File: config.mk
export PLATFORM = sky130hd
export DESIGN_NAME = ctlTop
export DESIGN_NICKNAME = d
export VERILOG_FILES = /design/src/rtl/ctlPkg.sv /design/src/rtl/ctlTop.sv /design/src/rtl/ctlDiagRead.sv /design/src/rtl/ctlDiagDecode.sv /design/src/rtl/ctlRegControl.sv /design/src/rtl/ctlSpecDecode.sv
export SDC_FILE = /design/constraint.sdc
export NUM_CORES = 1
export LEC_CHECK = 0
export ABC_AREA = 1
export ABC_CLOCK_PERIOD_IN_PS = 3400
export BUFFER_PORTS_ARGS = -buffer_cell sky130_fd_sc_hd__buf_2
export CORE_ASPECT_RATIO = 2
export CORE_MARGIN = 1
export CORE_UTILIZATION = 38
export DETAILED_ROUTE_END_ITERATION = 12
export PLACE_DENSITY = 0.87
export SLEW_MARGIN = 20
export SYNTH_ARGS = -nofsm -noshare
export SYNTH_HDL_FRONTEND = slang
export SYNTH_SLANG_ARGS = --single-unit
File: constraint.sdc
create_clock -name CTL -period 3.4 [get_ports CTL]
set_clock_uncertainty 0.1 [all_clocks]
set_input_delay 0 -clock CTL [delete_from_list [all_inputs] [get_ports CTL]]
set_output_delay 0 -clock CTL [all_outputs]
set_load 0.01 [all_outputs]
File: src/rtl/ctlPkg.sv
// Control decoder definitions
package ctlPkg;

  localparam int dispW  = 5;
  localparam int specW  = 5;
  localparam int magicW = 9;
  localparam int diagW  = 7;
  localparam int readW  = 5;

  // Dispatch field codes (octal, as in the microcode listing)
  localparam logic [dispW-1:0] dispDramARd = 5'o02;
  localparam logic [dispW-1:0] dispReturn  = 5'o03;
  localparam logic [dispW-1:0] dispNiCond  = 5'o06;
  localparam logic [dispW-1:0] dispMul     = 5'o30;
  localparam logic [dispW-1:0] dispDiv     = 5'o31;
  localparam logic [dispW-1:0] dispNorm    = 5'o35;
  localparam logic [dispW-1:0] dispEaMod   = 5'o36;

  // Special function codes
  localparam logic [specW-1:0] specInhCry18    = 5'o11;
  localparam logic [specW-1:0] specMqShift     = 5'o12;
  localparam logic [specW-1:0] specScmAlt      = 5'o13;
  localparam logic [specW-1:0] specClrFpd      = 5'o14;
  localparam logic [specW-1:0] specLoadPc      = 5'o15;
  localparam logic [specW-1:0] specXcryAr0     = 5'o16;
  localparam logic [specW-1:0] specGenCry18    = 5'o17;
  localparam logic [specW-1:0] specStackUpdate = 5'o20;
  localparam logic [specW-1:0] specArlInd      = 5'o22;
  localparam logic [specW-1:0] specFlagCtl     = 5'o24;
  localparam logic [specW-1:0] specSaveFlags   = 5'o25;
  localparam logic [specW-1:0] specSpMemCycle  = 5'o26;
  localparam logic [specW-1:0] specAdLong      = 5'o27;

  // ds bits 1 to 6 of the diagnostic register load
  localparam logic [5:0] diagLdFunc076 = 6'o76;

  // Magic number, MSB is bit 0 as on the prints
  typedef union packed {
    logic [0:magicW-1] regCtl;
    struct packed {
      logic       callSel;
      logic       rsvd;
      logic       mqClr;
      logic       arxClr;
      logic       arClrL;
      logic       arClrR;
      logic [2:0] arlSel;
    } arlInd;
  } magicT;

  typedef struct packed {
    logic [dispW-1:0] disp;
    logic [specW-1:0] spec;
    logic             adCarry;
    logic [0:2]       ar;
    logic [0:2]       arx;
    logic             mq;
    logic [0:5]       cond;
    magicT            magic;
  } cramT;

  // Levels from the other boards
  typedef struct packed {
    logic condEn, piCycle, pcPlus1Inh, fmXfer;
    logic loadAr, loadArx, shortStack, memArlInd;
    logic ea18, ea23, sbrCall, respMbox, respSim;
    logic ar0, arx18, mrReset, condDiagFunc, cono;
  } boardStatT;

  typedef struct packed {
    logic             diagStrobe;
    logic [0:diagW-1] ds;
    logic [0:readW-1] data;
  } ebusT;

  typedef struct packed {
    logic dARead, dReturn, dNiCond, dMul, dDiv, dNorm, dEaMod;
    logic sInhCry18, sMqShift, sScmAlt, sClrFpd, sLoadPc;
    logic sXcryAr0, sGenCry18, sStackUpdate, sArlInd, sFlagCtl;
    logic sSaveFlags, sSpMemCycle, sAdLong;
    logic adLong, genCry18;
  } specT;

  typedef struct packed {
    logic       arrLoad, ar0008Load, ar0917Load;
    logic       ar0011Clr, ar1217Clr, arrClr;
    logic [2:0] arlSel;
    logic [1:0] arrSel;
    logic       arxLoad, arxClr;
    logic [1:0] arxlSel;
    logic [1:0] arxrSel;
    logic       mqClr, mqmEn;
    logic [1:0] mqmSel;
    logic [1:0] mqSel;
    logic       ebusXfer;
  } regCtlT;

  typedef struct packed {
    logic       consoleControl, readStrobe, diagRead, diagArLoad;
    logic       ctlFunc00x, ctlFunc01x;
    logic       ldFunc04x, ldFunc05x, ldFunc06x, ldFunc07x;
    logic [7:0] func07x;
    logic [2:0] readSel;
    logic       readEn;
    // Select bits 4 to 6, the read group
    logic [0:2] grp;
  } diagFuncT;

  typedef struct packed {
    logic memReset, channelClkStop, ldEbusReg, forceExtend, diag4;
  } diagRegT;

  typedef struct packed {
    logic             driving;
    logic [0:readW-1] data;
  } readBusT;

endpackage
File: src/rtl/ctlTop.sv
// Microcode control decoder
module ctlTop (
  input  logic               CTL,
  input  logic               arstN,
  input  ctlPkg::cramT       cram,
  input  ctlPkg::boardStatT  stat,
  input  ctlPkg::ebusT       ebus,
  output ctlPkg::specT       spec,
  output ctlPkg::regCtlT     regCtl,
  output ctlPkg::diagFuncT   diagFunc,
  output ctlPkg::diagRegT    diagReg,
  output logic               loadPc,
  output logic               adxCry36,
  output ctlPkg::readBusT    readBus
);

  ctlSpecDecode specDecode_i (
    .CTL(CTL), .arstN(arstN), .cram(cram), .stat(stat),
    .spec(spec), .loadPc(loadPc), .adxCry36(adxCry36)
  );

  ctlRegControl regControl_i (
    .cram(cram), .stat(stat), .spec(spec),
    .diagArLoad(diagFunc.diagArLoad), .regCtl(regCtl)
  );

  ctlDiagDecode diagDecode_i (
    .CTL(CTL), .arstN(arstN), .cram(cram), .stat(stat), .ebus(ebus),
    .diagFunc(diagFunc), .diagReg(diagReg)
  );

  ctlDiagRead diagRead_i (
    .spec(spec), .regCtl(regCtl), .diagFunc(diagFunc), .diagReg(diagReg),
    .loadPc(loadPc), .adxCry36(adxCry36), .readBus(readBus)
  );

endmodule

File: src/rtl/ctlDiagRead.sv
// Diagnostic read multiplexer
module ctlDiagRead (
  input  ctlPkg::specT      spec,
  input  ctlPkg::regCtlT    regCtl,
  input  ctlPkg::diagFuncT  diagFunc,
  input  ctlPkg::diagRegT   diagReg,
  input  logic              loadPc,
  input  logic              adxCry36,
  output ctlPkg::readBusT   readBus
);

  always_comb begin
    readBus.driving = diagFunc.diagRead;
    readBus.data = '0;
    // Upper four groups of the read 10x table
    if (diagFunc.diagRead && diagFunc.grp[0]) begin
      case (diagFunc.grp[1:2])
        2'd0: readBus.data = {spec.sFlagCtl,
                              loadPc,
                              regCtl.arxlSel[1],
                              regCtl.mqSel[1],
                              regCtl.ar0011Clr};
        2'd1: readBus.data = {spec.sSpMemCycle,
                              spec.sXcryAr0,
                              regCtl.arxlSel[0],
                              regCtl.mqSel[0],
                              regCtl.ar1217Clr};
        2'd2: readBus.data = {spec.adLong,
                              adxCry36,
                              regCtl.arxrSel[1],
                              regCtl.mqmEn,
                              regCtl.arrClr};
        default: readBus.data = {spec.sInhCry18,
                                 diagReg.memReset,
                                 regCtl.arxrSel[0],
                                 diagReg.ldEbusReg,
                                 regCtl.ebusXfer};
      endcase
    end
  end

endmodule

File: src/rtl/ctlDiagDecode.sv
// Diagnostic function decode
module ctlDiagDecode (
  input  logic                CTL,
  input  logic                arstN,
  input  ctlPkg::cramT        cram,
  input  ctlPkg::boardStatT   stat,
  input  ctlPkg::ebusT        ebus,
  output ctlPkg::diagFuncT    diagFunc,
  output ctlPkg::diagRegT     diagReg
);

  logic [0:ctlPkg::diagW-1] sel;
  logic ldStrobe;
  logic ld076;

  // Console owns the select unless ds is 00x
  assign diagFunc.consoleControl = ebus.ds[0] | ebus.ds[1];
  assign sel = diagFunc.consoleControl ? ebus.ds : cram.magic.regCtl[2:8];

  assign ldStrobe = ebus.diagStrobe & ~ebus.ds[0];

  always_comb begin
    diagFunc.ctlFunc00x = ldStrobe && (ebus.ds[1:3] == 3'o0);
    diagFunc.ctlFunc01x = ldStrobe && (ebus.ds[1:3] == 3'o1);
    diagFunc.ldFunc04x  = ldStrobe && (ebus.ds[1:3] == 3'o4);
    diagFunc.ldFunc05x  = ldStrobe && (ebus.ds[1:3] == 3'o5);
    diagFunc.ldFunc06x  = ldStrobe && (ebus.ds[1:3] == 3'o6);
    diagFunc.ldFunc07x  = ldStrobe && (ebus.ds[1:3] == 3'o7);
    for (int i = 0; i < 8; i++) begin
      diagFunc.func07x[i] = diagFunc.ldFunc07x && (ebus.ds[4:6] == i[2:0]);
    end
  end

  // Microcode reads on COND diag func
  assign diagFunc.readStrobe = diagFunc.consoleControl ? ebus.diagStrobe
                                                       : stat.condDiagFunc;
  assign diagFunc.readEn = diagFunc.readStrobe & sel[0];
  assign diagFunc.readSel = sel[1:3];
  assign diagFunc.diagRead = diagFunc.readEn & (diagFunc.readSel == 3'o0);
  assign diagFunc.grp = sel[4:6];

  assign diagFunc.diagArLoad = sel[0] & (&ebus.ds[1:3]) & (&sel[4:6]);

  assign ld076 = ldStrobe & (ebus.ds[1:6] == ctlPkg::diagLdFunc076);

  always_ff @(posedge CTL or negedge arstN) begin
    if (!arstN) begin
      diagReg <= '0;
    end else if (ld076) begin
      diagReg <= ctlPkg::diagRegT'(ebus.data);
    end
  end

endmodule

File: src/rtl/ctlRegControl.sv
// AR, ARX and MQ register controls
module ctlRegControl (
  input  ctlPkg::cramT      cram,
  input  ctlPkg::boardStatT stat,
  input  ctlPkg::specT      spec,
  input  logic              diagArLoad,
  output ctlPkg::regCtlT    regCtl
);

  logic condArllLoad;
  logic condArlrLoad;
  logic condArrLoad;
  logic condArClr;
  logic condArxClr;
  logic condArlInd;
  logic condRegCtl;
  logic arlInd;
  logic [0:8] rc;
  logic [2:0] indSel;
  logic clrL;
  logic clrR;
  logic shortEa;
  logic ea36;
  logic load1;
  logic fmArLoad;
  logic fmArxLoad;
  logic respMs;
  logic indOrDiag;
  logic armOrDiag;
  logic rstMq;
  logic mathMq;

  // Conditional strobes from COND bits 3 to 5
  assign condArllLoad = stat.condEn & (cram.cond[3:5] == 3'd1);
  assign condArlrLoad = stat.condEn & (cram.cond[3:5] == 3'd2);
  assign condArrLoad  = stat.condEn & (cram.cond[3:5] == 3'd3);
  assign condArClr    = stat.condEn & (cram.cond[3:5] == 3'd4);
  assign condArxClr   = stat.condEn & (cram.cond[3:5] == 3'd5);
  assign condArlInd   = stat.condEn & (cram.cond[3:5] == 3'd6);
  assign condRegCtl   = stat.condEn & (cram.cond[3:5] == 3'd7);

  assign arlInd = stat.memArlInd | spec.sArlInd | condArlInd;

  // Magic is either indirect controls or per-bit enables
  assign rc = (!arlInd && condRegCtl) ? cram.magic.regCtl : '0;
  assign indSel = arlInd ? cram.magic.arlInd.arlSel : cram.ar;
  assign clrL = arlInd ? cram.magic.arlInd.arClrL : condArClr;
  assign clrR = arlInd ? cram.magic.arlInd.arClrR : condArClr;

  assign regCtl.mqClr  = arlInd & cram.magic.arlInd.mqClr;
  assign regCtl.arxClr = arlInd ? cram.magic.arlInd.arxClr : condArxClr;

  // Short EA clears the section bits
  assign shortEa = spec.dEaMod & stat.arx18;
  assign regCtl.ar1217Clr = stat.mrReset | stat.ea18 | clrL | shortEa;
  assign regCtl.ar0011Clr = regCtl.ar1217Clr | stat.ea23;
  assign regCtl.arrClr = stat.mrReset | clrR;
  assign ea36 = spec.dARead & regCtl.ar0011Clr;

  assign fmArLoad  = stat.fmXfer & stat.loadAr;
  assign fmArxLoad = stat.fmXfer & stat.loadArx;
  assign respMs    = stat.respMbox | stat.respSim;
  assign indOrDiag = indSel[0] | diagArLoad;
  assign armOrDiag = cram.ar[2] | diagArLoad;

  assign regCtl.arlSel[2] = indSel[2];
  assign regCtl.arlSel[1] = indSel[1] | ea36 | diagArLoad | fmArLoad;
  assign regCtl.arlSel[0] = (stat.loadAr | indOrDiag) & (indOrDiag | respMs);
  assign regCtl.arrSel[1] = cram.ar[1] | spec.dARead | diagArLoad | fmArLoad;
  assign regCtl.arrSel[0] = (stat.loadAr | armOrDiag) & (armOrDiag | respMs);

  assign load1 = regCtl.ar0011Clr | (|regCtl.arlSel);
  assign regCtl.ar0917Load = condArlrLoad | rc[1] | load1;
  assign regCtl.ar0008Load = condArllLoad | rc[0] | load1 |
                             (arlInd & cram.magic.arlInd.callSel);
  assign regCtl.arrLoad = rc[2] | condArrLoad | regCtl.arrClr | (|regCtl.arrSel);

  assign regCtl.arxlSel[1] = cram.arx[1] | fmArxLoad;
  assign regCtl.arxlSel[0] = (stat.loadArx | cram.arx[2]) & (cram.arx[2] | respMs);
  assign regCtl.arxrSel = regCtl.arxlSel;
  assign regCtl.arxLoad = cram.arx[0] | (|regCtl.arxlSel) | regCtl.arxClr | stat.mrReset;

  assign regCtl.ebusXfer = cram.ar[0] & stat.cono & ~(cram.ar[1] & cram.ar[2]);

  // MQ mux select, MQM path when enabled
  assign rstMq  = stat.mrReset | rc[7] | regCtl.mqClr;
  assign mathMq = regCtl.mqClr | rc[8] | spec.sMqShift | spec.dMul | spec.dDiv;
  assign regCtl.mqmEn = cram.mq | stat.mrReset;
  assign regCtl.mqmSel = {regCtl.mqmEn & rstMq, regCtl.mqmEn & mathMq};
  assign regCtl.mqSel = {~regCtl.mqmEn & rstMq, ~regCtl.mqmEn & mathMq};

endmodule

File: src/rtl/ctlSpecDecode.sv
// Dispatch and special decode
module ctlSpecDecode (
  input  logic              CTL,
  input  logic              arstN,
  input  ctlPkg::cramT      cram,
  input  ctlPkg::boardStatT stat,
  output ctlPkg::specT      spec,
  output logic              loadPc,
  output logic              adxCry36
);

  logic loadPcQ;
  logic piSaveFlags;

  always_comb begin
    spec.dARead  = cram.disp == ctlPkg::dispDramARd;
    spec.dReturn = cram.disp == ctlPkg::dispReturn;
    spec.dNiCond = cram.disp == ctlPkg::dispNiCond;
    spec.dMul    = cram.disp == ctlPkg::dispMul;
    spec.dDiv    = cram.disp == ctlPkg::dispDiv;
    spec.dNorm   = cram.disp == ctlPkg::dispNorm;
    spec.dEaMod  = cram.disp == ctlPkg::dispEaMod;

    spec.sInhCry18    = cram.spec == ctlPkg::specInhCry18;
    spec.sMqShift     = cram.spec == ctlPkg::specMqShift;
    spec.sScmAlt      = cram.spec == ctlPkg::specScmAlt;
    spec.sClrFpd      = cram.spec == ctlPkg::specClrFpd;
    spec.sLoadPc      = cram.spec == ctlPkg::specLoadPc;
    spec.sXcryAr0     = cram.spec == ctlPkg::specXcryAr0;
    spec.sGenCry18    = cram.spec == ctlPkg::specGenCry18;
    spec.sStackUpdate = cram.spec == ctlPkg::specStackUpdate;
    spec.sArlInd      = cram.spec == ctlPkg::specArlInd;
    spec.sFlagCtl     = cram.spec == ctlPkg::specFlagCtl;
    spec.sSaveFlags   = cram.spec == ctlPkg::specSaveFlags;
    spec.sSpMemCycle  = cram.spec == ctlPkg::specSpMemCycle;
    spec.sAdLong      = cram.spec == ctlPkg::specAdLong;

    // Double-length adder for the math dispatches
    spec.adLong = spec.dMul | spec.dDiv | spec.dNorm | spec.sAdLong | spec.sMqShift;
    spec.genCry18 = spec.sGenCry18 | (spec.sStackUpdate & stat.shortStack);
  end

  // PI cycle flag save kills the ADX carry in
  assign piSaveFlags = stat.pcPlus1Inh & spec.sSaveFlags;
  assign adxCry36 = ~piSaveFlags & (cram.adCarry ^ (stat.ar0 & spec.sXcryAr0));

  always_ff @(posedge CTL or negedge arstN) begin
    if (!arstN) begin
      loadPcQ <= 1'b0;
    end else begin
      loadPcQ <= (spec.sLoadPc | spec.dNiCond) & ~stat.sbrCall;
    end
  end

  assign loadPc = loadPcQ & ~stat.piCycle;

endmodule

Word level (Yosys, flattened, before mapping). Cells that the tools add are included.

Output and inout bits: 84. Flip-flop bits (word level): 6. Logic and storage cells: 174.

Multiplexer cells: 9. Reductions and logical operators: 26. Bitwise logic cells: 91. Eq/ne operators: 42.

Operators with widths (count): $eq A5 B5 Y1 const B (10); $or A1 B1 Y1 (49); $eq A3 B3 Y1 const B (12); $and A1 B1 Y1 (35); $eq A5 B4 Y1 const B (7); $logic_and A1 B1 Y1 (16); $pmux W5 S3 (1); $eq A3 B2 Y1 const B (4); $eq A5 B2 Y1 const B (2); $eq A3 B1 Y1 const B (3); $logic_not A3 Y1 (3); $mux W9 (1); $mux W7 (1); $eq A6 B6 Y1 const B (1); $not A1 Y1 (6); $reduce_and A3 Y1 (2); $eq A5 B3 Y1 const B (1); $mux W5 (1); $mux W1 (4); $reduce_or A2 Y1 (2); $mux W3 (1); $reduce_or A3 Y1 (1); $eq A2 B1 Y1 const B (1); $eq A2 B2 Y1 const B (1); 3 further kinds (3).

Longest topological paths before layout.
Depth in word-level cells: 15. Depth in mapped cells: 12. Mapped depth without buffers: 11.

Modules after synthesis. Synthesis repeated with hierarchy kept, for this count alone.

Cell total of the unflattened synthesis: 286. Area total of the unflattened synthesis: 1456.4 um2.

Modules (own cells, without submodules): ctlDiagDecode (seq. area each 125.1 um2, instances 1, area an instance 485.5 um2, cells each 87); ctlRegControl (seq. area each 0.0 um2, instances 1, area an instance 450.4 um2, cells each 88); ctlSpecDecode (seq. area each 25.0 um2, instances 1, area an instance 309.0 um2, cells each 65); ctlDiagRead (seq. area each 0.0 um2, instances 1, area an instance 211.5 um2, cells each 46).

Least setup slack after synthesis. Ideal clock, no wire load.

Path type: input port to flip-flop. Start: input port ebus[12] (netlist bit). End: register, netlist name diagDecode_i.diagReg[0]. Data required time: 3.175 ns. Stages: 5. Arrival: 1.079 ns. Setup slack: 2.096 ns. Cell sequence: inv_1 -> nor3_2 -> nand2_1 -> nor2_4 -> mux2_2.

Cells in the longest elaborated chain, start to end: 2.

Ends and longest elaborated chain: start: declaration (line ctlTop.sv:7) `input ctlPkg::ebusT ebus,`; $and A1 B1 Y1 (line ctlDiagDecode.sv:20) `assign ldStrobe = ebus.diagStrobe & ~ebus.ds[0];`; $and A1 B1 Y1 (line ctlDiagDecode.sv:44) `assign ld076 = ldStrobe & (ebus.ds[1:6] == ctlPkg::diagLdFunc076);`.

Every way passes these cells. A chain may end at the register's enable or synchronous reset.

==> reports/summary.txt <==
status: finished clean
layout filler cell count: 327
Hold Crit Class: primary input to flop
Via Count: 2192
clock power share: 0.264
NetSw: 0.173 mW
Worst Tran Pin Value: 423 ps
synthesized flop and latch total: 6
GR peak layer: met2
dpl hpwl: 4780 microns
Starting DRT DRC Count: 37
Max Slew Vio Count: 0
core area: 3420 sq um
die area: 3900 sq um
final setup TNS: 0 ps
Arrival @ worst endpoint: 1560 ps
number of global-route vias before repair: 2108
DP Worst Slack: 1740 ps
Setup crit start kind: primary input
Pwr Density: 187 nW/um^2
critical path peak fanout: 11
# resized after CTS: 0
Avg Cell Area, Syn: 5.24 sq um
postcts setup bufs: 0
final period utilization: 0.488
Async S/R FF share, synth: 1.00
Reg clk slew, reported paths: 40 ps
Slew headroom: 0.717
post-route ant nets: 0
Hold Vio Cnt, Final: 0
Total GRT Usage: 0.303
top_reg_cell synth: dfrtp_1
initial core utilization: 0.405
Sinks on Clock Net: 6
Tmin final: 1660 ps
Root Driver: clkbuf_8
Max Cap Viol: 0
Hold Buf Count CTS: 7
hold depth: 4
post-layout util: 0.654
antenna violations before repair: 0
Skew-Pair Late Insertion Delay: 220 ps
height of the die: 87.3 microns
CTS tree: yes
Pre-antenna DRT Iters: 4
Synth Instances: 264
Ys Warns: 0
Netlist cell types: 30
f_max: 0.603 GHz
DR WL/cell: 12.5 microns
number of synthesized flops with an enable pin: 0
fin nets: 482
M1 GR Usage: 0.291
PnR worst setup slack: 1740 ps
unrepaired setup endpoints after global routing: false
Worst Setup End Kind: output port
Via density: 4.74
WS Path Type: primary input to output port
Leak Pwr: 1.42 nW
global-route wire length before repair: 8870 microns
share of cells above drive strength 1: 0.415
total CTS buffers: 3
met3 usage: 0.0519
P_int: 0.246 mW
largest net degree at the start of global routing: 14
sw frac: 0.413
Data required, critical path: 3300 ps
Die X: 44.7 microns
met2 Use GR: 0.592
Final setup viols: 0
sequential share of the synthesized area: 0.108
Clock Tree Buf Depth: 2
RD Place Congestion: 0.835
Ports: 150
grt total ovfl: 0
cell area after synthesis: 1380 sq um
H-tree depth: 1
worst r2r path cells: 1
Total Wirelength: 5770 microns
Syn Nets: 330
sequential power share: 0.192
antenna cells: 0
worst vdd ir: 236 uV
Cell Rows: 30
area added between synthesis and finish: 61.4%
combinational power share: 0.544
DRC: 0
port buffer count: 146
cells in the final DEF, fill, tap and decap left out, types with 2 or more instances in the layout:
cell,Yosys,final
a21oi_1,9,9
a21oi_2,2,2
buf_2,0,146
clkbuf_8,0,3
dfrtp_1,6,6
dlygate4sd3_1,0,7
inv_1,54,54
mux2_2,5,5
nand2_1,59,59
nand3_1,21,21
nand3b_1,2,2
nor2_1,48,48
nor2_4,3,3
nor3_1,13,13
nor3_2,2,2
nor4_1,2,2
o21ai_0,12,12
o21ai_1,3,3
o21ai_2,3,3
or2_2,3,3
per-layer routing:
metal,vias up,share of wire
met2,86,0.59
met1,965,0.34
met3,10,0.055
li1,1131,-
met5,-,0
met4,0,0.015
worst paths after layout:
kind / from / to / slack [ps]
max: cram[11] / regCtl[22] / 1740
min: cram[31] / specDecode_i.loadPcQ / 30
max reg2reg: diagDecode_i.diagReg[4] / diagDecode_i.diagReg[4] / 2510
min reg2reg: diagDecode_i.diagReg[3] / diagDecode_i.diagReg[3] / 400
max in group asynchronous: arstN / diagDecode_i.diagReg[4] / 2990
min in group asynchronous: arstN / diagDecode_i.diagReg[3] / 50
layout make-up:
type	count	area (sq um)	share of cell area
clock buffer	3	41.3	0.0185
inverter	55	206	0.0924
multi-input combinational	197	975	0.436
sequential	6	150	0.0672
tap	48	60.1	0.0269
timing repair buffer	153	801	0.359
power by group through the flow:
| stage | Sequential, mW | Combinational (mW) | Clock [mW] |
|---|---|---|---|
| 6_report | 0.0803 | 0.228 | 0.110 |
| 5_1_grt | 0.0806 | 0.254 | 0.117 |
| 4_1_cts | 0.0802 | 0.227 | 0.112 |
| 3_5_place_dp | 0.0809 | 0.220 | 0 |
| 3_3_place_gp | 0.0805 | 0.214 | 0 |
| 2_1_floorplan | 0.0828 | 0.119 | 0 |
flip-flops by register name, indices dropped and copies added (netlist names):
register	count
diagDecode_i.diagReg	5
specDecode_i.loadPcQ	1
worst max-delay path: stages:
cell	delay, ps
buf_2	110
nand2_1	110
nor2_1	60
nor2_1	150
nand2_1	250
nand2_1	120
nand2_1	60
nor2_1	220
nand2_1	160
inv_1	100
nand3_1	70
buf_2	140
per-stage QoR:
step	instance area [sq um]	hold WS (ps)	std cells	power [mW]
2_1_floorplan	1380	-396	264	0.201
3_3_place_gp	2120	-266	452	0.295
3_5_place_dp	2120	-264	452	0.301
4_1_cts	2230	2.23	462	0.419
5_1_grt	2230	48.4	462	0.451
6_report	2230	32.8	462	0.419
cells by family after synthesis:
family,Yosys count,share of synthesized area
compound gates,34,0.151
simple gates,158,0.513
buf+inv,61,0.187
mux,5,0.0407
flops,6,0.108
cell usage after synthesis (all sizes together) (2+ instances only):
cell / number / area [sq um]
nand3b: 2 / 15.0
nor2: 52 / 220
nand2: 60 / 233
mux2: 5 / 56.3
nand3: 21 / 105
or2: 3 / 18.8
dfrtp: 6 / 150
nor3: 15 / 85.1
buf: 6 / 52.6
nor4: 2 / 12.5
a21oi: 11 / 62.6
inv: 55 / 206
o21ai: 19 / 118
No activity file was read; power rests on OpenSTA's default activity.
